==> src/hdl/fir_coeff_pkg.sv <==
package fir_coeff_pkg;

        localparam int TAPS         = 100;
        localparam int HALF_TAPS    = TAPS / 2;   // Folded pairs
        localparam int PIPE_LATENCY = 9;          // Sample in to result out

        typedef logic signed [15:0] coeff_t;

        // Taps 0 to 49 of the symmetric response; tap k above 49 uses entry 99-k
        localparam coeff_t COEFFS [HALF_TAPS] = '{
                -16'sd5,
                -16'sd14,
                -16'sd18,
                -16'sd16,
                -16'sd6,
                16'sd7,
                16'sd21,
                16'sd30,
                16'sd28,
                16'sd12,
                -16'sd13,
                -16'sd41,
                -16'sd57,
                -16'sd52,
                -16'sd22,
                16'sd25,
                16'sd75,
                16'sd103,
                16'sd93,
                16'sd39,
                -16'sd44,
                -16'sd127,
                -16'sd174,
                -16'sd155,
                -16'sd65,
                16'sd72,
                16'sd207,
                16'sd281,
                16'sd249,
                16'sd104,
                -16'sd114,
                -16'sd327,
                -16'sd444,
                -16'sd394,
                -16'sd165,
                16'sd182,
                16'sd526,
                16'sd720,
                16'sd648,
                16'sd277,
                -16'sd312,
                -16'sd929,
                -16'sd1321,
                -16'sd1250,
                -16'sd570,
                16'sd704,
                16'sd2387,
                16'sd4154,
                16'sd5622,
                16'sd6454    // Center pair
        };

endpackage

==> src/hdl/fir_types_pkg.sv <==
package fir_types_pkg;

        import fir_coeff_pkg::*;

        localparam int SAMPLE_W  = 16;
        localparam int FOLD_W    = SAMPLE_W + 1;              // Pair sum never overflows
        localparam int PRODUCT_W = FOLD_W + $bits(coeff_t);
        localparam int ACC_W     = 32;

        // Input sample
        typedef logic signed [SAMPLE_W-1:0] sample_t;

        // Tap k and its mirror 99-k
        typedef struct packed {
                sample_t near;
                sample_t far;
        } tap_pair_t;

        typedef tap_pair_t [HALF_TAPS-1:0] pair_vec_t;

        // Pre-adder output
        typedef logic signed [FOLD_W-1:0] fold_t;

        // Fold times coefficient
        typedef logic signed [PRODUCT_W-1:0] product_t;

        typedef product_t [HALF_TAPS-1:0] product_vec_t;

        // Filter output
        typedef logic signed [ACC_W-1:0] acc_t;

endpackage

==> src/hdl/tap_delay_line.sv <==
module tap_delay_line
        import fir_types_pkg::*, fir_coeff_pkg::*;
(
        input  logic      clk,
        input  logic      rst,
        input  sample_t   sample_in,
        output pair_vec_t pairs
);

        sample_t taps [TAPS];     // taps[0] holds the newest sample

        always_ff @(posedge clk) begin
                if (rst) begin
                        for (int k = 0; k < TAPS; k++) begin
                                taps[k] <= '0;
                        end
                end else begin
                        taps[0] <= sample_in;
                        for (int k = 1; k < TAPS; k++) begin
                                taps[k] <= taps[k-1];    // Age by one sample
                        end
                end
        end

        // Fold the chain around its center
        always_ff @(posedge clk) begin
                if (rst) begin
                        pairs <= '0;
                end else begin
                        for (int i = 0; i < HALF_TAPS; i++) begin
                                pairs[i].near <= taps[i];
                                pairs[i].far  <= taps[TAPS-1-i];
                        end
                end
        end

        // Innermost far tap must come out of reset cleared
        a_reset_clears_chain : assert property (
                @(posedge clk) rst |=> (pairs[HALF_TAPS-1].far == '0)
        ) else $error("tap chain not cleared by reset");

endmodule

==> config.mk <==
export PLATFORM = sky130hd
export DESIGN_NAME = tap_delay_line
export DESIGN_NICKNAME = d
export VERILOG_FILES = /design/src/hdl/fir_coeff_pkg.sv /design/src/hdl/fir_types_pkg.sv /design/src/hdl/tap_delay_line.sv
export SDC_FILE = /design/constraint.sdc
export NUM_CORES = 2
export LEC_CHECK = 0
export BUFFER_PORTS_ARGS = -buffer_cell sky130_fd_sc_hd__buf_2
export CAP_MARGIN = 15
export CORE_AREA = 4 4 619 621
export DETAILED_ROUTE_END_ITERATION = 12
export DIE_AREA = 0 0 623 625
export GPL_TIMING_DRIVEN = 0
export PLACE_DENSITY = 0.38
export SLEW_MARGIN = 5
export SYNTH_ARGS = -nofsm -noshare
export SYNTH_HDL_FRONTEND = slang
export SYNTH_SLANG_ARGS = --single-unit
==> constraint.sdc <==
create_clock -name clk -period 1.3 [get_ports clk]
set_input_delay 0.26 -clock clk [delete_from_list [all_inputs] [get_ports clk]]
set_output_delay 0.26 -clock clk [all_outputs]
set_load 0.02 [all_outputs]
# After elaboration in Yosys (flattened, before gate mapping)
# Memory sizes are Yosys's and may differ from the RTL's. A register that Yosys moved wholly into a read port is not among the register bits.
# Cells that the tools add are included.
[word_totals] register_bits=1584 ram_bits=1600 inputBits=18 elab_cells=303 mem_count=1
[classes] muxes=103 bitwise=100
[mem_list] name="taps" words=100 word_bits=16 rd=100 rd_ports_with_merged_regs=1 write_ports=100 line="tap_delay_line.sv:10" text="sample_t taps [TAPS];"
[ops] op="16-bit two-way mux" count=100
[ops] op="1-bit OR" count=100
[ops] op="1-bit two-way mux" count=3

# Longest topological paths before layout
[depth] ltp_word=3 mapped_depth=5 depth_no_buf=1

# Worst setup path before layout
# OpenSTA, ideal clock, no wires.
[synth_path] kind="in2reg" startpoint="input rst" endpoint="memory taps[21][3] (netlist bit)" arrival_ns=1.078 t_required_ns=1.186 setup_slack_ns=0.108 path_stages=5 n_path_buf=4 cell_sequence="buf_4 buf_6 buf_6 clkbuf_1 and2b_1"
[synth_rtl] item="start, declared" line="tap_delay_line.sv:5" text="input logic rst,"
[synth_rtl] item="end, declared" line="tap_delay_line.sv:10"

==> flow_summary.ini <==
[finish]
layout_commonest_cell = buf_6
nets = 5667
instances_no_fill = 10800
layout-drive-gt1-share_pct = 68.2
syn2layout_area_growth_pct = 84.5
multi_input_area_um2 = 10600
nFillCells = 40900
seqCellArea_um2 = 35200
fin_util_pct = 21.4
layout_common_cells = buf_6, dfxtp_2, nor2b_1

[setup_path]
critPathTopFamily = flip-flops
cp_slowest_cell = dfxtp_4
path_class = reg2out
cp-start-kind = flop
arrival_ns = 1.50
critPathBufInv = 1
crit_chain = buf_6
cp_slowest_stage_delay_ns = 0.46
cp-end-kind = output pin
crit_required_ns = 1.04
crit_fanout = 2

[drt]
vias_per_cell = 2.96
drt_pass1_iterations = 4
first_iter_violations = 941
wl_per_cell_um = 23.7
drtAntennaViolNets = 0
vias = 32100
drc = 0
routed_wl_mm = 256

[synth]
yosys.area.top_type = dfxtp_1
syn_nets = 3430
syn_avg_cell_area_um2 = 12.8
synth_area_um2 = 43800
synth-seq-cells = 1616
netlist.area_leader.share_pct = 73.9
synth_area_leaders = dfxtp_1, nor2b_1, and2b_1
syn-instance-count = 3412
seq_area_frac_synth_pct = 73.9
synth.distinct_cells = 8
yosys_warnings = 0

[power_and_ir_drop]
p_per_area_nw_per_um2 = 1300
ir_worst_vdd_mv = 0.943
p_leak_nw = 35.0

[global_route]
grt_pass1_vias = 33800
grt_start_max_net_pins = 20
grt_use_met1_pct = 13.1
busiest_layer = met2
grt_use_total_pct = 12.5
use_met3_pct = 3.16
met2_usage_pct = 24.6
grt_overflow = 0
grt_pass1_wl_mm = 328
antenna_found_initial = 35

[floorplanning]
io_pins = 1618
core_area_um2 = 378000
initial_core_util_pct = 11.6
die_height_um = 625
die_area_um2 = 389000
num_rows = 226
dieWidth_um = 623

[worst_hold_path]
hold_path_class = in2reg

[placed_design]
dp_hpwl_mm = 215
gp_congestion = 0.910
post-place-ws_ns = -1.76
dp.cells = 10000
portBuffers = 1616

[clock_tree]
clk_pin_slew_ns = 0.08
cts_tree = done
clock-sinks = 1616
cts_root_buf = clkbuf_16
clk_latency_ns = 0.90
htree_levels = 4
numCtsBuffers = 194
cts_buffer_depth = 4

[timing]
setup_viol = 1661
rsz0062_at_grt = yes
layout_min_cycle_time_ns = 1.76
fin_ws_ns = -0.455
tns_ns = -406.76
drv_slew = 0
whs_ns = 0.192
final-hold-violation-count = 0
tightest_slew_ns = 1.06
slew_headroom_pct = 29.7
fmax_ghz = 0.570
period_share_pct = 135
finalClockSkew_ns = 0.109

[run_status]
violations = setup timing
outcome = complete, but fails checks

[flow_run]
maxCapViolCount = 0
[metal layers]
layer  vias to the layer above  share of wire, %
met1                     15800                36
met3                       301               5.8
met5                         -                 0
li1                      14900                 -
met2                      1095                55
met4                         0               2.8
[tightest hold or removal path: stages]
cell           delay (ns)
dlygate4sd3_1        0.52
buf_2                0.10
and2b_1              0.10
[state kept, by name, summed over array words and instances, names as in the netlist]
register / flops
taps: 1488
pairs: 128
[where the power goes]
part / total, mW / internal (mW) / switching [mW]
sequential: 49.0 / 48.9 / 0.0668
clock: 54.4 / 31.8 / 22.6
combinational: 1.84 / 0.490 / 1.35
total: 105 / 81.2 / 24.0
[Yosys cell counts]
library cell  instances
dfxtp_1            1616
nor2b_1            1214
and2b_1             402
clkbuf_1            153
buf_6                13
buf_2                10
buf_4                 3
buf_1                 1
[stage by stage]
step / instance area, µm² / total power [mW]
floorplan: 43800 / 51.6
global placement: 58100 / 52.5
detailed placement: 58200 / 52.6
CTS: 76400 / 107
global route: 80700 / 109
finish: 80700 / 105
[kinds of logic (layout without fill, tap and decap cells)]
group / after synthesis / count (layout) / synth area share (%)
other cells: 0 / 14 / 0
simple gates: 1616 / 1616 / 24.3
flops: 1616 / 1616 / 73.9
buf+inv: 180 / 2566 / 1.82
[layout make-up]
class	instances	area share (%)
diodes	14	0.0434
plain buffers	180	1.01
clock buffers	284	6.99
clock inverters	61	0.877
multi-input cells	1616	13.2
flip-flops and latches	1616	43.6
well taps	5016	7.77
repair buffers	2041	26.6
[worst paths after layout]
kind	depth (start not counted)	slack [ns]	startpoint	to
worst min register to register	1	0.39	taps[42][10]$_SDFF_PP0_	taps[43][10]$_SDFF_PP0_
worst min-delay path	3	0.19	sample_in[13]	taps[0][13]$_SDFF_PP0_
worst max-delay path	1	-0.46	taps[55][7]$_SDFF_PP0_	pairs[1447]
worst max register to register	2	0.04	taps[15][15]$_SDFF_PP0_	taps[16][15]$_SDFF_PP0_
[repair_timing]
item | in CTS | in global routing
pin swaps | 0 | 0
setup endpoints to repair | 1797 | 1741
hold buffers | 16 | 0
resized for setup | 3653 | 1635
hold endpoints to repair | 16 | 0
setup buffers | 341 | 65
(Power assumes the default switching activity.)
